--- src/ctrl_pkg.sv ---
package ctrl_pkg;

	////////////////////////////////////////////////////////////////////////////
	// Paddle charge timing
	////////////////////////////////////////////////////////////////////////////

	// Charge cycles until a paddle line counts as dumped
	localparam int INPUT_CYCLES = 256;
	localparam int CTR_W        = 9;

	////////////////////////////////////////////////////////////////////////////
	// Scan sequencer
	////////////////////////////////////////////////////////////////////////////

	localparam int SCAN_PERIOD = 512;
	localparam int SCAN_W      = 9;

	////////////////////////////////////////////////////////////////////////////
	// Credit links
	////////////////////////////////////////////////////////////////////////////

	localparam int FIFO_DEPTH   = 4;
	localparam int PTR_W        = 2;
	// Matches the console-side receive buffer
	localparam int LINK_CREDITS = 2;
	localparam int CREDIT_W     = 3;

	// RIOT port snapshot
	typedef struct packed {
		logic [7:0] pa;
		logic [7:0] pb;
	} port_word_t;

	// TIA input flags snapshot
	typedef struct packed {
		logic [3:0] idump;
		logic [1:0] ilatch;
		logic [1:0] two_button;
	} paddle_word_t;

endpackage

--- src/paddle_charge_timer.sv ---
module paddle_charge_timer (
	input  logic       pclk_0,
	input  logic       rst_n,
	input  logic [3:0] paddle_lines,
	output logic [3:0] idump
);

	// One charge counter per paddle lane, order {A0, B0, A1, B1}
	logic [ctrl_pkg::CTR_W-1:0] charge_ctr [4];

	localparam logic [ctrl_pkg::CTR_W-1:0] DUMP_LEVEL = ctrl_pkg::CTR_W'(ctrl_pkg::INPUT_CYCLES);

	////////////////////////////////////////////////////////////////////////////
	// Charge counters
	////////////////////////////////////////////////////////////////////////////

	always_ff @(posedge pclk_0 or negedge rst_n) begin
		if (!rst_n) begin
			for (int i = 0; i < 4; i++) begin
				charge_ctr[i] <= '0;
			end
		end else begin
			for (int i = 0; i < 4; i++) begin
				// Capacitor discharged while the line is held low
				if (!paddle_lines[i]) begin
					charge_ctr[i] <= '0;
				end else if (charge_ctr[i] < DUMP_LEVEL) begin
					charge_ctr[i] <= charge_ctr[i] + 1'b1;
				end
			end
		end
	end

	////////////////////////////////////////////////////////////////////////////
	// Dump flags
	////////////////////////////////////////////////////////////////////////////

	// Lane is dumped once its counter has saturated
	always_comb begin
		for (int i = 0; i < 4; i++) begin
			idump[i] = (charge_ctr[i] == DUMP_LEVEL);
		end
	end

endmodule

--- src/port_mapper.sv ---
module port_mapper (
	input  logic       pclk_0,
	input  logic       rst_n,
	input  logic [6:0] ctrl_0,
	input  logic [6:0] ctrl_1,
	input  logic [1:0] sw,
	input  logic       pb_up,
	input  logic       pb_down,
	input  logic       pb_left,
	output logic [7:0] pa,
	output logic [7:0] pb,
	output logic [3:0] paddle_lines
);

	// Pins that need synchronizing; bit 5 of each connector is not wired
	localparam int PIN_W = 17;

	logic [PIN_W-1:0] pins_raw;
	logic [PIN_W-1:0] pins_meta;
	logic [PIN_W-1:0] pins_sync;

	logic [3:0] joy_0;
	logic [3:0] joy_1;
	logic [1:0] sw_s;
	logic       pb_up_s;
	logic       pb_down_s;
	logic       pb_left_s;

	assign pins_raw = {ctrl_0[6], ctrl_0[4], ctrl_1[6], ctrl_1[4],
		ctrl_0[3:0], ctrl_1[3:0], sw, pb_down, pb_left, pb_up};

	////////////////////////////////////////////////////////////////////////////
	// Two-flop synchronizer
	////////////////////////////////////////////////////////////////////////////

	always_ff @(posedge pclk_0 or negedge rst_n) begin
		if (!rst_n) begin
			pins_meta <= '0;
			pins_sync <= '0;
		end else begin
			pins_meta <= pins_raw;
			pins_sync <= pins_meta;
		end
	end

	assign {paddle_lines, joy_0, joy_1, sw_s, pb_down_s, pb_left_s, pb_up_s} = pins_sync;

	////////////////////////////////////////////////////////////////////////////
	// RIOT port words
	////////////////////////////////////////////////////////////////////////////

	// Joysticks: right, left, down, up, all active low
	assign pa = {joy_0, joy_1};

	// Difficulty switches on top, panel buttons inverted
	assign pb[7] = sw_s[1];
	assign pb[6] = sw_s[0];
	assign pb[5] = 1'b0;
	assign pb[4] = 1'b0;
	assign pb[3] = ~pb_down_s;  // pause
	assign pb[2] = 1'b0;
	assign pb[1] = ~pb_left_s;  // select
	assign pb[0] = ~pb_up_s;    // reset

endmodule

--- src/scan_sequencer.sv ---
module scan_sequencer (
	input  logic                   pclk_0,
	input  logic                   rst_n,
	input  logic [7:0]             pa,
	input  logic [7:0]             pb,
	input  logic [3:0]             idump,
	input  logic                   tia_en,
	input  logic [7:0]             pb_out,
	input  logic                   port_full,
	input  logic                   pad_full,
	output logic                   port_push,
	output logic                   pad_push,
	output ctrl_pkg::port_word_t   port_snap,
	output ctrl_pkg::paddle_word_t pad_snap,
	output logic [7:0]             drop_count
);

	typedef enum logic [1:0] {
		S_IDLE,
		S_CHECK,
		S_PUSH,
		S_DROP
	} scan_state_t;

	// Enter CHECK so that it coincides with the counter at SCAN_PERIOD-1
	localparam logic [ctrl_pkg::SCAN_W-1:0] PRE_TICK = ctrl_pkg::SCAN_W'(ctrl_pkg::SCAN_PERIOD - 2);

	scan_state_t                state;
	scan_state_t                state_nxt;
	logic [ctrl_pkg::SCAN_W-1:0] interval_ctr;
	logic                       tick;
	logic                       accept;
	logic [1:0]                 ilatch;
	logic [1:0]                 two_button;

	////////////////////////////////////////////////////////////////////////////
	// Interval counter
	////////////////////////////////////////////////////////////////////////////

	// Wraps naturally every SCAN_PERIOD cycles
	always_ff @(posedge pclk_0 or negedge rst_n) begin
		if (!rst_n) begin
			interval_ctr <= '0;
		end else begin
			interval_ctr <= interval_ctr + 1'b1;
		end
	end

	////////////////////////////////////////////////////////////////////////////
	// Scan FSM
	////////////////////////////////////////////////////////////////////////////

	always_comb begin
		state_nxt = state;
		case (state)
			S_IDLE: begin
				if (interval_ctr == PRE_TICK) begin
					state_nxt = S_CHECK;
				end
			end
			S_CHECK: state_nxt = accept ? S_PUSH : S_DROP;
			S_PUSH:  state_nxt = S_IDLE;
			S_DROP:  state_nxt = S_IDLE;
			default: state_nxt = S_IDLE;
		endcase
	end

	always_ff @(posedge pclk_0 or negedge rst_n) begin
		if (!rst_n) begin
			state <= S_IDLE;
		end else begin
			state <= state_nxt;
		end
	end

	// Both links must have room, else the whole snapshot is lost
	assign tick   = (state == S_CHECK);
	assign accept = !port_full && !pad_full;

	assign port_push = tick && accept;
	assign pad_push  = tick && accept;

	// Saturating drop counter
	always_ff @(posedge pclk_0 or negedge rst_n) begin
		if (!rst_n) begin
			drop_count <= '0;
		end else if (state == S_DROP && drop_count != 8'hff) begin
			drop_count <= drop_count + 1'b1;
		end
	end

	////////////////////////////////////////////////////////////////////////////
	// Snapshot words
	////////////////////////////////////////////////////////////////////////////

	// Fire latch reads one when neither paddle of the connector is dumped
	assign ilatch[0] = ~idump[3] & ~idump[2];
	assign ilatch[1] = ~idump[1] & ~idump[0];

	assign two_button[0] = ~pb_out[2] & ~tia_en;
	assign two_button[1] = ~pb_out[4] & ~tia_en;

	assign port_snap.pa = pa;
	assign port_snap.pb = pb;

	assign pad_snap.idump      = idump;
	assign pad_snap.ilatch     = ilatch;
	assign pad_snap.two_button = two_button;

endmodule

--- src/credit_link_fifo.sv ---
module credit_link_fifo #(
	parameter type payload_t = ctrl_pkg::port_word_t
) (
	input  logic     pclk_0,
	input  logic     rst_n,
	input  logic     push,
	input  payload_t push_data,
	output logic     full,
	output logic     tx_valid,
	output payload_t tx_data,
	input  logic     credit
);

	localparam logic [ctrl_pkg::CREDIT_W-1:0] DEPTH_C   = ctrl_pkg::CREDIT_W'(ctrl_pkg::FIFO_DEPTH);
	localparam logic [ctrl_pkg::CREDIT_W-1:0] CREDITS_C = ctrl_pkg::CREDIT_W'(ctrl_pkg::LINK_CREDITS);

	payload_t                      mem [ctrl_pkg::FIFO_DEPTH];
	logic [ctrl_pkg::PTR_W-1:0]    wr_ptr;
	logic [ctrl_pkg::PTR_W-1:0]    rd_ptr;
	logic [ctrl_pkg::CREDIT_W-1:0] occupancy;
	logic [ctrl_pkg::CREDIT_W-1:0] credits;
	logic                          wr_en;
	logic                          fire;

	assign full  = (occupancy == DEPTH_C);
	assign wr_en = push && !full;

	// Beat goes out when an item is waiting and the receiver has room
	assign fire = (occupancy != '0) && (credits != '0);

	assign tx_valid = fire;
	assign tx_data  = mem[rd_ptr];

	////////////////////////////////////////////////////////////////////////////
	// Buffer storage
	////////////////////////////////////////////////////////////////////////////

	always_ff @(posedge pclk_0) begin
		if (wr_en) begin
			mem[wr_ptr] <= push_data;
		end
	end

	always_ff @(posedge pclk_0 or negedge rst_n) begin
		if (!rst_n) begin
			wr_ptr    <= '0;
			rd_ptr    <= '0;
			occupancy <= '0;
		end else begin
			if (wr_en) begin
				wr_ptr <= wr_ptr + 1'b1;
			end
			if (fire) begin
				rd_ptr <= rd_ptr + 1'b1;
			end
			// Emit in the same cycle frees space only after the edge
			case ({wr_en, fire})
				2'b10:   occupancy <= occupancy + 1'b1;
				2'b01:   occupancy <= occupancy - 1'b1;
				default: occupancy <= occupancy;
			endcase
		end
	end

	////////////////////////////////////////////////////////////////////////////
	// Sender credit counter
	////////////////////////////////////////////////////////////////////////////

	always_ff @(posedge pclk_0 or negedge rst_n) begin
		if (!rst_n) begin
			credits <= CREDITS_C;
		end else begin
			case ({fire, credit})
				2'b10:   credits <= credits - 1'b1;
				2'b01:   credits <= credits + 1'b1;
				default: credits <= credits;
			endcase
		end
	end

endmodule

--- src/input_ctrl_top.sv ---
module input_ctrl_top (
	input  logic                   pclk_0,
	input  logic                   rst_n,
	input  logic [6:0]             ctrl_0,
	input  logic [6:0]             ctrl_1,
	input  logic [1:0]             sw,
	input  logic                   pb_up,
	input  logic                   pb_down,
	input  logic                   pb_left,
	input  logic                   tia_en,
	input  logic [7:0]             pb_out,
	output logic                   port_valid,
	output ctrl_pkg::port_word_t   port_data,
	input  logic                   port_credit,
	output logic                   pad_valid,
	output ctrl_pkg::paddle_word_t pad_data,
	input  logic                   pad_credit,
	output logic [7:0]             drop_count
);

	logic [7:0] pa;
	logic [7:0] pb;
	logic [3:0] paddle_lines;
	logic [3:0] idump;

	logic                   port_push;
	logic                   pad_push;
	logic                   port_full;
	logic                   pad_full;
	ctrl_pkg::port_word_t   port_snap;
	ctrl_pkg::paddle_word_t pad_snap;

	////////////////////////////////////////////////////////////////////////////
	// Pin capture and paddle timing
	////////////////////////////////////////////////////////////////////////////

	port_mapper mapper (
		.pclk_0       (pclk_0),
		.rst_n        (rst_n),
		.ctrl_0       (ctrl_0),
		.ctrl_1       (ctrl_1),
		.sw           (sw),
		.pb_up        (pb_up),
		.pb_down      (pb_down),
		.pb_left      (pb_left),
		.pa           (pa),
		.pb           (pb),
		.paddle_lines (paddle_lines)
	);

	paddle_charge_timer timer (
		.pclk_0       (pclk_0),
		.rst_n        (rst_n),
		.paddle_lines (paddle_lines),
		.idump        (idump)
	);

	////////////////////////////////////////////////////////////////////////////
	// Snapshot capture
	////////////////////////////////////////////////////////////////////////////

	scan_sequencer sequencer (
		.pclk_0     (pclk_0),
		.rst_n      (rst_n),
		.pa         (pa),
		.pb         (pb),
		.idump      (idump),
		.tia_en     (tia_en),
		.pb_out     (pb_out),
		.port_full  (port_full),
		.pad_full   (pad_full),
		.port_push  (port_push),
		.pad_push   (pad_push),
		.port_snap  (port_snap),
		.pad_snap   (pad_snap),
		.drop_count (drop_count)
	);

	// Links to the console core
	credit_link_fifo #(.payload_t(ctrl_pkg::port_word_t)) port_link (
		.pclk_0    (pclk_0),
		.rst_n     (rst_n),
		.push      (port_push),
		.push_data (port_snap),
		.full      (port_full),
		.tx_valid  (port_valid),
		.tx_data   (port_data),
		.credit    (port_credit)
	);

	credit_link_fifo #(.payload_t(ctrl_pkg::paddle_word_t)) pad_link (
		.pclk_0    (pclk_0),
		.rst_n     (rst_n),
		.push      (pad_push),
		.push_data (pad_snap),
		.full      (pad_full),
		.tx_valid  (pad_valid),
		.tx_data   (pad_data),
		.credit    (pad_credit)
	);

endmodule

--- config.mk ---
export PLATFORM = sky130hd
export DESIGN_NAME = input_ctrl_top
export DESIGN_NICKNAME = d
export VERILOG_FILES = /design/src/ctrl_pkg.sv /design/src/paddle_charge_timer.sv /design/src/port_mapper.sv /design/src/scan_sequencer.sv /design/src/credit_link_fifo.sv /design/src/input_ctrl_top.sv
export SDC_FILE = /design/constraint.sdc
export NUM_CORES = 1
export LEC_CHECK = 0
export BUFFER_PORTS_ARGS = -buffer_cell sky130_fd_sc_hd__clkbuf_2
export CORE_ASPECT_RATIO = 0.9
export CORE_MARGIN = 3
export CORE_UTILIZATION = 55
export DETAILED_ROUTE_END_ITERATION = 8
export PLACE_DENSITY = 0.78
export RECOVER_POWER = 25
export SYNTH_ARGS = -nofsm -noshare
export SYNTH_HDL_FRONTEND = slang
export SYNTH_HIERARCHICAL = 1
export SYNTH_SLANG_ARGS = --single-unit
--- constraint.sdc ---
create_clock -name pclk_0 -period 5 [get_ports pclk_0]
set_clock_uncertainty 0.15 [all_clocks]
set_input_delay 0.75 -clock pclk_0 [delete_from_list [all_inputs] [get_ports pclk_0]]
set_output_delay 0.75 -clock pclk_0 [all_outputs]
set_load 0.01 [all_outputs]
==> After elaboration in Yosys (flattened, before gate mapping) <==
Memory sizes are Yosys's and may differ from the RTL's.
Index checks and enable logic that the tools add are counted.
{ "totals": {"ff_bits": 109, "ramBits": 84, "output_inout_bits": 34, "wordCells": 117, "mem_count": 2} }
{ "classes": {"n_addsub": 18, "order_cmp": 4, "eq_ne": 24, "n_mux": 19, "n_bitwise": 14, "reduce_logical": 19} }
{ "memory_table": {"columns": ["memory", "words", "word_bits", "read_ports", "rd_clocked_by_memory_dff", "write_ports", "line_no", "rtl"], "rows": [
  ["port_link.mem", 4, 13, 1, 0, 1, "credit_link_fifo.sv:17", "payload_t mem [ctrl_pkg::FIFO_DEPTH];"],
  ["pad_link.mem", 4, 8, 1, 0, 1, "credit_link_fifo.sv:17", null]
]} }
{ "op_table": {"columns": ["op", "n"], "rows": [
  ["2-to-1 mux 9 bit", 8],
  ["adder 9 x 1 -> 9 bit, second input constant", 5],
  ["== test 9 bit, second input constant", 5],
  ["< comparator 9 bit, second input constant", 4],
  ["one-hot mux 3 bit (2 select lines)", 4],
  ["adder 3 x 1 -> 3 bit, second input constant", 4],
  ["== test 2 bit, second input constant", 6],
  ["nonzero test 3 bit", 4],
  ["subtractor 3 x 1 -> 3 bit, second input constant", 4],
  ["== test 2 x 1 -> 1 bit, second input constant", 5],
  ["!= test 2 x 1 -> 1 bit, second input constant", 5],
  ["NOT 1 bit", 10],
  ["adder 2 x 1 -> 2 bit, second input constant", 4],
  ["adder 8 x 1 -> 8 bit, second input constant", 1],
  ["!= test 8 bit, second input constant", 1],
  ["nonzero test 2 bit", 4],
  ["logical AND 1 bit", 7],
  ["== test 3 bit, second input constant", 2],
  ["one-hot mux 2 bit (3 select lines)", 1],
  ["2-to-1 mux 1 bit", 5],
  ["bitwise AND 1 bit", 4],
  ["logical NOT 1 bit", 2],
  ["logical NOT 2 bit", 1],
  ["2-to-1 mux 2 bit", 1],
  ["OR reduction 2 bit", 1]
]} }

==> Logic depth before layout (Yosys ltp) <==
Gate-level depths: netlist (run 1).
{ "logic_depth": {"depth_word": 7, "depth_mapped": 10} }

==> Hierarchy <==
The synthesis (run 1) kept the hierarchy.
{ "modules_own_cells": {"columns": ["module", "n_inst", "cells_each", "area_each_um2", "seq_area_each_um2"], "rows": [
  ["credit_link_fifo (port_link)", 1, 130, 2937.8, 2173.3],
  ["paddle_charge_timer", 1, 202, 1958.1, 900.9],
  ["credit_link_fifo (pad_link)", 1, 88, 1744.2, 1212.4],
  ["scan_sequencer", 1, 99, 1061.0, 475.5],
  ["port_mapper", 1, 55, 993.5, 850.8]
]} }

==> Worst setup path before layout (run 1) <==
No wires, ideal clock.
{ "synth_path": {"path_type": "register -> register", "startpoint": "register port_link/occupancy[2] in the netlist's numbering", "endpoint": "register port_link/occupancy[2] in the netlist's numbering", "setup_ns": 0.125, "arrival_time_ns": 2.083, "required_time_ns": 4.725, "setup_slack_ns": 2.642, "path_stages_with_launch": 11, "cell_sequence": "dfrtp_1 nor3b_4 nor3b_1 buf_4 nor2b_2 inv_1 ha_1 fa_1 xnor2_1 nor2_1 xor2_1"} }
{ "synth_between": {"elab_chain_len": 7} }
{ "synth_rtl": {"columns": ["item", "line_no", "rtl"], "rows": [
  ["from (decl)", "credit_link_fifo.sv:20", "logic [ctrl_pkg::CREDIT_W-1:0] occupancy;"],
  ["from (signal assigned)", "credit_link_fifo.sv:58", "2'b10: occupancy <= occupancy + 1'b1;"],
  ["from (signal assigned)", "credit_link_fifo.sv:59", "2'b01: occupancy <= occupancy - 1'b1;"],
  ["from (signal assigned)", "credit_link_fifo.sv:60", "default: occupancy <= occupancy;"],
  ["== test 3 bit (*)", "credit_link_fifo.sv:25", "assign full = (occupancy == DEPTH_C);"],
  ["net port_full", "input_ctrl_top.sv:28", "logic port_full;"],
  ["logical NOT 1 bit (*)", "scan_sequencer.sv:78", "assign accept = !port_full && !pad_full;"],
  ["logical AND 1 bit (*)", "scan_sequencer.sv:78", null],
  ["logical AND 1 bit (*)", null, null],
  ["net pad_push", "input_ctrl_top.sv:27", "logic pad_push;"],
  ["logical AND 1 bit (*)", "credit_link_fifo.sv:26", "assign wr_en = push && !full;"],
  ["== test 2 x 1 -> 1 bit or == test 2 bit (tied branches)", "credit_link_fifo.sv:57", "case ({wr_en, fire})"],
  ["one-hot mux 3 bit (2 select lines) or nonzero test 2 bit (tied branches)", null, null]
]} }
The timed path passes the listed nets; every way through them passes the cells marked *.
A chain may end at the register's enable or synchronous reset.

==> key figures, run 1 <==
Global route
  – GRT Total Usage: 16.75%
  – Largest net degree at the start of global routing: just over 70
  – Initial antenna violation count: 0
  – Grt total ovfl: 0
  – Vias in the first global route: 4840
  – First-pass GRT wire length: 23830 um

Floorplan
  – Floorplan row count: 42
  – Starting Density: just under 60%
  – DIE HEIGHT: roughly 130 um
  – Core Area: 0.01508 mm^2
  – Num ports: 66
  – Die width: 138.5 um
  – Die area: 0.01736 mm^2

Setup path
  – CP max stage delay: 0.97 ns
  – Worst path bufs/invs: 1
  – Crit-path cells: mux4_1, clkbuf_2
  – Critical path required time: between 4 and 5 ns
  – CP Launch Type: flip-flop
  – Crit end category: output port
  – Worst Path Arrival: about 2.3 ns
  – Worst path slowest cell: dfrtp_1
  – Kind of critical path: flip-flop to output port
  – Max Fanout on Critical Path: 18
  – CP top delay family: flip-flops

Layout
  – Fillers: 1069
  – Layout Area Growth over Synthesis: 10.63%
  – Most frequent cells in the layout: dfrtp_1, edfxtp_1, clkbuf_2, inv_1, nor2_1
  – Layout cell share with drive strength beyond 1: about 22%
  – Net count, final: between 600 and 700
  – Antenna diode count: 0
  – Final design area excluding fillers: 0.009619 mm^2
  – Most common cell after layout, fill and taps aside: dfrtp_1

Timing
  – Fmax: 0.3103 GHz
  – Min Tclk post-route: 3.223 ns
  – Final Hold Vio Count: 0
  – Worst relative slew slack: 35.64%
  – Fin. max-slew vios: 0
  – Final setup vio count: 0
  – Setup TNS Final: 0 ns
  – RSZ-0062 raised after global routing: no
  – Measured slew at the worst slew-check pin: 0.9655 ns
  – Final worst path period share: 64.46%

Power and ir drop
  – Leakage power: 0.003879 uW
  – Sw Ratio: 20.24%
  – Clk pwr share: 45.2%
  – Power per cell area: 378.2 mW/mm^2
  – Logic pwr share: 3.6%
  – Cell Int Power: 2902 uW
  – Seq pwr share: 51.2%
  – Psw: between 700 and 800 uW
  – VDD IR max: 301.8 uV

Logic synthesis
  – Syn_area_per_cell: around 15 um^2
  – Post-synth top flop: dfrtp_1
  – Count of cell types in the netlist: 59
  – Number of synthesized flops with an enable pin: 96
  – Ys async rst share: 53.17%
  – Syn Inst Count: 574
  – Sequential area share after synthesis: around 65%
  – Seq cells post-synth: 205
  – Synth Warn #: 6
  – Post-Syn Area: 0.008695 mm^2

Clock network
  – CTS tree: built
  – Worst-path clk slew: 0.06 ns
  – Resized Gates After CTS: 0
  – Setup Fix Bufs, Post-CTS: 0
  – Num CTS Buffers: 21
  – Max clock buf depth: 3
  – Worst skew pair latency: 0.48 ns
  – Post-CTS Hold Buffers: 0
  – Clock Root Buffer: clkbuf_16
  – Sink Count: just over 200
  – H-tree lvl count: 1

Placed design
  – GP Congestion: about 0.84
  – DPL Wire Length: 9059 um
  – Post-DP Area: 0.008877 mm^2
  – Port Buffers: between 50 and 60

Run
  – Max cap viols: 0

Drt
  – Wire per inst: 17.06 um
  – DRC viols: 0
  – Via count: 4529
  – Antenna-violating nets left: 0
  – DR iter-0 viols: 212
  – Vias per cell: 5.510
  – Pre-Repair DR Iteration Count: 4
  – Routed wire length: 14020 um

Run status
  – Status: finished, final reports clean

Worst hold path
  – Worst Hold Class: flip-flop to flip-flop
[metrics by stage]
step | util [%] | total power, uW | hold slack (ns) | cells | worst slack [ns]
finish | 63.78 | 3638 | 0.1965 | 822 | 1.777
global route | 63.78 | 3792 | 0.1947 | 822 | 1.615
CTS | 63.81 | 3690 | 0.1950 | 822 | 1.715
detailed placement | 58.86 | 2026 | 0.1847 | 784 | 2.260
global placement | 58.86 | 2007 | 0.1832 | 784 | 2.253
floorplan | - | 1983 | 0.1812 | 576 | 2.642
[layer usage]
metal	vias up	routed length, um	part of all wire [%]	GRT usage, %
met3	23	594	4.2	3.436
met1	2294	5953	42	21.34
met5	-	0	0	0
met4	0	197	1.4	3.893
li1	2116	-	-	-
met2	96	7276	52	29.85
[worst register-to-register path: stages, from the launching register on]
cell and delay, ns:
dfrtp_1 0.42, nor2b_1 0.21, nor3b_1 0.25, nor2b_2 0.39, inv_1 0.10, ha_1 0.23, fa_1 0.38, xnor2_1 0.16
nor2_1 0.06, xor2_1 0.14
[synthesized netlist by cell type (5+ instances only)]
master / n / share of area, %
nand4_1: 9 / 0.65
o21ai_0: 7 / 0.40
dfrtp_1: 107 / 31
o31ai_1: 7 / 0.60
nor4_1: 7 / 0.50
nand2_1: 24 / 1.0
nand2b_1: 6 / 0.43
mux2i_1: 11 / 1.3
xor2_1: 20 / 2.0
mux4_1: 8 / 2.4
mux4_2: 16 / 4.1
a21oi_1: 14 / 0.81
ha_1: 23 / 3.3
or4_1: 9 / 0.78
nand3_1: 12 / 0.69
or3_1: 6 / 0.43
buf_4: 38 / 3.3
xnor2_1: 17 / 1.7
inv_1: 31 / 1.3
edfxtp_1: 96 / 33
nor2_1: 26 / 1.1
mux2_2: 5 / 0.65
buf_2: 5 / 0.29
and2_1: 6 / 0.43
[state kept, by name, indices dropped and copies added, names as in the netlist, 8 cells and up]
name	flops
sequencer/interval_ctr	9
mapper/pins_sync	17
timer/charge_ctr	36
pad_link/mem	32
port_link/mem	64
mapper/pins_meta	17
sequencer/drop_count	8
[final cells by class]
cell class	count	area, um^2	share of cell area, %
clock buffers	24	566.8	5.892
clock inverters	14	180.2	1.873
inverters	31	116.4	1.210
multi-input cells	292	2605	27.08
flip-flops and latches	205	5613	58.35
well taps	198	247.7	2.575
repair buffers	58	290.3	3.018
[cell families (layout without fill, tap and decap cells)]
logic type                 count (synthesis)  after routing  synth area share [%]
AOI/OAI and AO/OA                         40             40                 3.051
xor gates and xnor gates                  37             37                 3.727
adders and majority gates                 27             27                 4.231
buffers and inverters                     79            127                 5.569
DFF                                      205            205                 64.56
muxes                                     45             45                 9.167
other                                      1              3               0.04313
and+or+nand+nor                          140            140                 9.656
[final timing paths]
path                                     start                    end  slack, ns  cells after the start
setup / recovery           port_link/rd_ptr[0]           port_data[1]       1.78                      2
hold / removal             mapper/pins_meta[5]    mapper/pins_sync[5]       0.20                      0
setup reg to reg            sequencer/state[0]  pad_link/occupancy[2]       2.41                      9
hold reg to reg            mapper/pins_meta[5]    mapper/pins_sync[5]       0.20                      0
max in group asynchronous                rst_n   port_link/credits[1]       3.40                      2
min in group asynchronous                rst_n    timer/charge_ctr[0]       0.22                      1
[power groups by stage]
stage	Sequential (uW)	Combinational [uW]	Clock [uW]
4_1_cts	1860	135	1690
3_5_place_dp	1900	131	0
6_report	1860	131	1650
3_3_place_gp	1890	118	0
2_1_floorplan	1880	102	0
5_1_grt	1870	153	1770
Note: power is estimated with default switching activity, not from simulation.
==> run 2, diff against run 1 <==
Clock period 5 ns to 3.2 ns, I/O delays scaled along.
==> run 2 against run 1 <==
Net effect: sequential power rose by 56%; worst setup slack got worse by 1.2 ns; die area stayed put; combinational power grew 72%; sequential share of layout area shrank 0.76 points; largest power group unchanged; utilization grew 0.85 points.
==> key figures, run 2 (same netlist as run 1, synthesis figures left out) <==
Clock network
  – Resized Gates After CTS: 0 (unchanged)
  – Worst-path clk slew: 0.06 ns (about the same)
  – H-tree lvl count: 1 (unchanged)
  – Num CTS Buffers: 20 (-4.8%)
  – Worst skew pair latency: 0.48 ns (about the same)
  – Sink Count: 205 (unchanged)
  – Clock Root Buffer: clkbuf_16
  – CTS tree: built
  – Max clock buf depth: 3 (unchanged)

Timing
  – Measured slew at the worst slew-check pin: 0.8188 ns (-0.1466 ns)
  – Fmax: 0.3804 GHz
  – Min Hold Slack: 0.1524 ns (-0.04416 ns)
  – Final Hold Vio Count: 0 (unchanged)
  – Final WS setup: 0.5709 ns (-1.206 ns)
  – Worst relative slew slack: 44.91% (+9.3 points)
  – Fin. max-slew vios: 0 (unchanged)
  – Final worst path period share: 82.16%
  – Min Tclk post-route: 2.629 ns
  – Setup TNS Final: 0 ns (unchanged)
  – RSZ-0062 raised after global routing: no
  – Final setup vio count: 0 (unchanged)

Floorplan
  – Num ports: 66 (unchanged)
  – Core Area: 0.01508 mm^2 (unchanged)
  – Floorplan row count: 42 (unchanged)
  – DIE HEIGHT: 125.3 um (unchanged)
  – Die area: 0.01736 mm^2 (unchanged)
  – Starting Density: 57.65% (unchanged)
  – Die width: 138.5 um (unchanged)

Setup path
  – Max Fanout on Critical Path: 10 (-8)
  – Worst Path Arrival: 2.00 ns (-0.32 ns)
  – Kind of critical path: flip-flop to output port
  – Critical path required time: 2.57 ns (-1.53 ns)
  – Crit end category: output port
  – Worst reg2reg path depth: 9 (unchanged)
  – CP Launch Type: flip-flop

Drt
  – Pre-Repair DR Iteration Count: 7 (+3)
  – Via count: 4615 (+1.9%)
  – Wire per inst: 17.42 um (+2.1%)
  – Vias per cell: 5.462 (-0.87%)
  – Routed wire length: 14720 um (+4.9%)
  – DRC viols: 0 (unchanged)
  – Antenna-violating nets left: 0 (unchanged)
  – DR iter-0 viols: 226 (+6.6%)

Layout
  – Largest Register: port_link/mem
  – Max reg flops: 64 (unchanged)
  – Final design area excluding fillers: 0.009747 mm^2 (+1.3%)
  – Net count, final: 692 (+3.6%)
  – Biggest regs: port_link/mem x64, timer/charge_ctr x36, pad_link/mem x32
  – Footprint of the multi-input gates: 0.002605 mm^2 (unchanged)
  – Layout Area Growth over Synthesis: 12.10%
  – Antenna diode count: 0 (unchanged)
  – FF+latch area: 0.005613 mm^2 (unchanged)
  – Most frequent cells in the layout: dfrtp_1, edfxtp_1, clkbuf_2, inv_1, nor2_1
  – Fillers: 1051 (-1.7%)
  – Layout cell share with drive strength beyond 1: 21.48% (-0.47 points)
  – Most common cell after layout, fill and taps aside: dfrtp_1

Worst hold path
  – Min-Delay Path Depth: 2 (+2)
  – Worst Hold Class: input pin to flip-flop

Placed design
  – GP Congestion: 0.8429 (+0.79%)
  – Place WS: 0.6574 ns (-1.602 ns)
  – DPL Wire Length: 9415 um (+3.9%)
  – Post-DP Area: 0.008942 mm^2 (+0.73%)
  – Port Buffers: 57 (unchanged)

Global route
  – Largest net degree at the start of global routing: 65 (-8.5%)
  – Grt total ovfl: 0 (unchanged)
  – Vias in the first global route: 4901 (+1.3%)
  – Initial antenna violation count: 0 (unchanged)
  – GRT Total Usage: 17.26% (+0.51 points)
  – First-pass GRT wire length: 24460 um (+2.6%)

Power and ir drop
  – VDD IR max: 414.9 uV (+37%)
  – Leakage power: 0.003932 uW (+1.4%)
  – Power per cell area: 547.9 mW/mm^2 (+45%)
  – Tot Pwr: 5340 uW (+47%)

Run
  – Max cap viols: 0 (unchanged)

Run status
  – Status: finished, final reports clean
==> run 2: cell count changes in the layout (fill, tap and decap cells not counted), moves of 2 or more <==
| cell | previous run | this run |
|---|---|---|
| buf_4 | 2 | 8 |
| bufinv_16 | 4 | 0 |
| clkbuf_1 | 4 | 8 |
| clkbuf_2 | 52 | 54 |
| clkbuf_8 | 3 | 1 |
| clkinvlp_4 | 0 | 2 |
| dlygate4sd3_1 | 0 | 18 |
| inv_6 | 2 | 0 |
==> run 2: worst paths after layout <==
path	from	to	slack, ns
max	pad_link/rd_ptr[0]	pad_data[6]	0.57
min	pb_out[4]	pad_link/mem[0][1]	0.15
max reg2reg	port_link/occupancy[2]	pad_link/occupancy[2]	0.62
min reg2reg	mapper/pins_meta[2]	mapper/pins_sync[2]	0.19
max in group asynchronous	rst_n	mapper/pins_sync[10]	1.62
min in group asynchronous	rst_n	timer/charge_ctr[7]	0.49
==> run 2: final cells by class <==
| cell class | instances | area share (%) |
|---|---|---|
| Clock buffer | 29 | 6.021 |
| Clock inverter | 7 | 0.4108 |
| Inverter | 31 | 1.194 |
| Multi-Input combinational cell | 292 | 26.73 |
| Sequential cell | 205 | 57.59 |
| Tap cell | 198 | 2.542 |
| Timing Repair Buffer | 83 | 5.520 |
==> run 2: per-stage QoR <==
step	std cells	util (%)
global placement	791	59.29
global route	845	64.63
detailed placement	791	59.29
floorplan	576	-
CTS	845	64.64
finish	845	64.63
==> run 2: power breakdown <==
group	internal [uW]	switching, uW	leakage, uW
Clock	1280	927	0.000305
Sequential	2840	68.1	0.00226
Combinational	110	115	0.00137
Total	4230	1110	0.00393
==> run 2: layer usage <==
metal	vias to the layer above	GRT usage [%]	share of wire, %
met1	2331	21.68	42
met3	26	3.436	4.4
met4	0	4.474	2.2
met2	97	30.94	52
li1	2161	-	-
met5	-	0	0
==> run 2: critical path, cell delays in order (launching register included) <==
cell      delay, ns
dfrtp_1        0.74
mux4_2         0.62
clkbuf_2       0.15
==> run 2: timing repair <==
item / in CTS / in global routing
hold buffers: 18 / 0
setup buffers: 0 / 0
endpoints found under the hold margin: 78 / 0
==> run 3, diff against run 2 <==
Clock period 3.2 ns to 2.66 ns, I/O delays scaled along.
==> run 3 against run 2 <==
Net effect: wire length decreased by 0.48%; critical endpoint is now port_data[1]; critical path depth increased by 1; total power increased by 22%; highest routed layer unchanged.
==> key figures, run 3 (same netlist as run 1, synthesis figures left out) <==
Timing
  – Measured slew at the worst slew-check pin: 1.081 ns (+0.2621 ns)
  – Final setup vio count: 0 (unchanged)
  – Min Tclk post-route: 2.535 ns
  – Fmax: 0.3945 GHz
  – RSZ-0062 raised after global routing: no
  – Final worst path period share: 95.31%
  – Fin. max-slew vios: 0 (unchanged)
  – Final Hold Vio Count: 0 (unchanged)
  – Worst relative slew slack: 27.94% (-17 points)
  – Setup TNS Final: 0 ns (unchanged)

Power and ir drop
  – Logic pwr share: 4.1% (about the same)
  – Seq pwr share: 53.6% (-0.9 points)
  – VDD IR max: 482.4 uV (+16%)
  – Power per cell area: 666.3 mW/mm^2 (+22%)
  – Cell Int Power: 5172 uW (+22%)
  – Clk pwr share: 42.3% (+1.0 points)
  – Leakage power: 0.003958 uW (+0.66%)
  – Sw Ratio: 20.82% (+0.038 points)
  – Tot Pwr: 6532 uW (+22%)
  – Psw: 1360 uW (+23%)

Setup path
  – Crit end category: output port
  – Max Fanout on Critical Path: 16 (+6)
  – Kind of critical path: flip-flop to output port
  – Critical path required time: 2.11 ns (-0.46 ns)
  – Worst Path Arrival: 1.99 ns (about the same)
  – CP Launch Type: flip-flop

Layout
  – Largest Register: port_link/mem
  – Most common cell after layout, fill and taps aside: dfrtp_1
  – Most frequent cells in the layout: dfrtp_1, edfxtp_1, clkbuf_2, inv_1, nor2_1
  – Fillers: 1049 (-0.19%)
  – Antenna diode count: 0 (unchanged)
  – Layout cell share with drive strength beyond 1: 21.29% (-0.20 points)
  – Layout Area Growth over Synthesis: 12.76%
  – Biggest regs: port_link/mem x64, timer/charge_ctr x36, pad_link/mem x32
  – Max reg flops: 64 (unchanged)
  – Net count, final: 697 (+0.72%)

Global route
  – Grt total ovfl: 0 (unchanged)
  – Largest net degree at the start of global routing: 42 (-35%)
  – Vias in the first global route: 4938 (+0.75%)
  – GRT Total Usage: 17.28% (+0.027 points)
  – First-pass GRT wire length: 24500 um (+0.14%)
  – Initial antenna violation count: 0 (unchanged)

Clock network
  – H-tree lvl count: 1 (unchanged)
  – Sink Count: 205 (unchanged)
  – Max clock buf depth: 3 (unchanged)
  – Num CTS Buffers: 21 (+5.0%)
  – CTS tree: built
  – Setup Fix Bufs, Post-CTS: 0 (unchanged)
  – Clock Root Buffer: clkbuf_16
  – Worst skew pair latency: 0.49 ns (about the same)
  – Worst-path clk slew: 0.06 ns (about the same)

Drt
  – Vias per cell: 5.475 (+0.24%)
  – Antenna-violating nets left: 0 (unchanged)
  – DRC viols: 0 (unchanged)
  – DR iter-0 viols: 252 (+12%)
  – Routed wire length: 14650 um (-0.48%)
  – Wire per inst: 17.21 um (-1.2%)
  – Via count: 4659 (+0.95%)
  – Pre-Repair DR Iteration Count: 4 (-3)

Floorplan
  – Die area: 0.01736 mm^2 (unchanged)
  – DIE HEIGHT: 125.3 um (unchanged)
  – Starting Density: 57.65% (unchanged)
  – Num ports: 66 (unchanged)
  – Die width: 138.5 um (unchanged)
  – Floorplan row count: 42 (unchanged)
  – Core Area: 0.01508 mm^2 (unchanged)

Run status
  – Status: finished, final reports clean

Placed design
  – DPL Wire Length: 9674 um (+2.8%)
  – GP Congestion: 0.8236 (-2.3%)
  – Port Buffers: 57 (unchanged)

Run
  – Max cap viols: 0 (unchanged)

Worst hold path
  – Worst Hold Class: input pin to flip-flop
run 3: changes by cell type in the layout (fill, tap and decap cells not counted), sizes merged:
cell,change
clkbuf,+4
buf,+3
clkinv,-2
bufinv,+1
inv,+1
clkinvlp,-1
run 3: worst paths after layout:
check | from | endpoint | slack (ns) | cells past startpoint
hold reg to reg | mapper/pins_meta[0] | mapper/pins_sync[0] | 0.19 | 0
setup reg to reg | port_link/credits[0] | port_link/credits[2] | 0.21 | 9
min in group asynchronous | rst_n | timer/charge_ctr[2] | 0.50 | 2
hold / removal | pb_out[4] | pad_link/mem[1][1] | 0.06 | 2
max in group asynchronous | rst_n | port_link/credits[1] | 1.02 | 3
setup / recovery | port_link/rd_ptr[0] | port_data[1] | 0.12 | 3
run 3: what timing repair did:
item | in CTS | in global routing
hold endpoints to repair | 53 | 0
resized for setup | 0 | 0
hold buffers | 18 | 0
run 3: power groups by stage:
stage          Combinational (uW)  Clock [uW]  Sequential, uW
2_1_floorplan                 193           0            3530
3_3_place_gp                  228           0            3550
3_5_place_dp                  257           0            3560
4_1_cts                       278        2830            3500
5_1_grt                       315        2960            3510
6_report                      269        2760            3500
run 3: worst max-delay path, cell delays in order, from the launching register on:
cell and delay [ns]:
dfrtp_1 0.40, buf_4 0.32, mux4_1 0.63, clkbuf_2 0.15
run 3: metrics by stage:
stage | area [um^2] | util (%) | std cells | setup WS (ns) | hold slack (ns)
CTS | 9813 | 65.07 | 851 | 0.09161 | 0.04470
finish | 9804 | 65.01 | 851 | 0.1249 | 0.06246
global placement | 8985 | 59.57 | 795 | 0.3785 | 0.1830
global route | 9804 | 65.01 | 851 | 0.04364 | 0.07604
detailed placement | 8985 | 59.57 | 795 | 0.2018 | 0.1847
floorplan | 8702 | - | 576 | 0.3020 | -0.04659
run 3: routing by layer:
layer,part of all wire [%],vias up,global-route usage (%)
met5,0,-,0
met4,2.3,0,4.707
met3,4.4,26,3.169
met2,50,103,29.85
met1,43,2361,22.83
li1,-,2169,-
run 3: area by class of cell:
class	instances	area, um^2	share of cell area, %
clock buffer	32	586.8	5.985
clock inverter	6	61.31	0.6253
inverter	31	116.4	1.187
multi-input combinational	292	2605	26.57
sequential	205	5613	57.25
tap	198	247.7	2.527
timing repair buffer	87	574.3	5.858
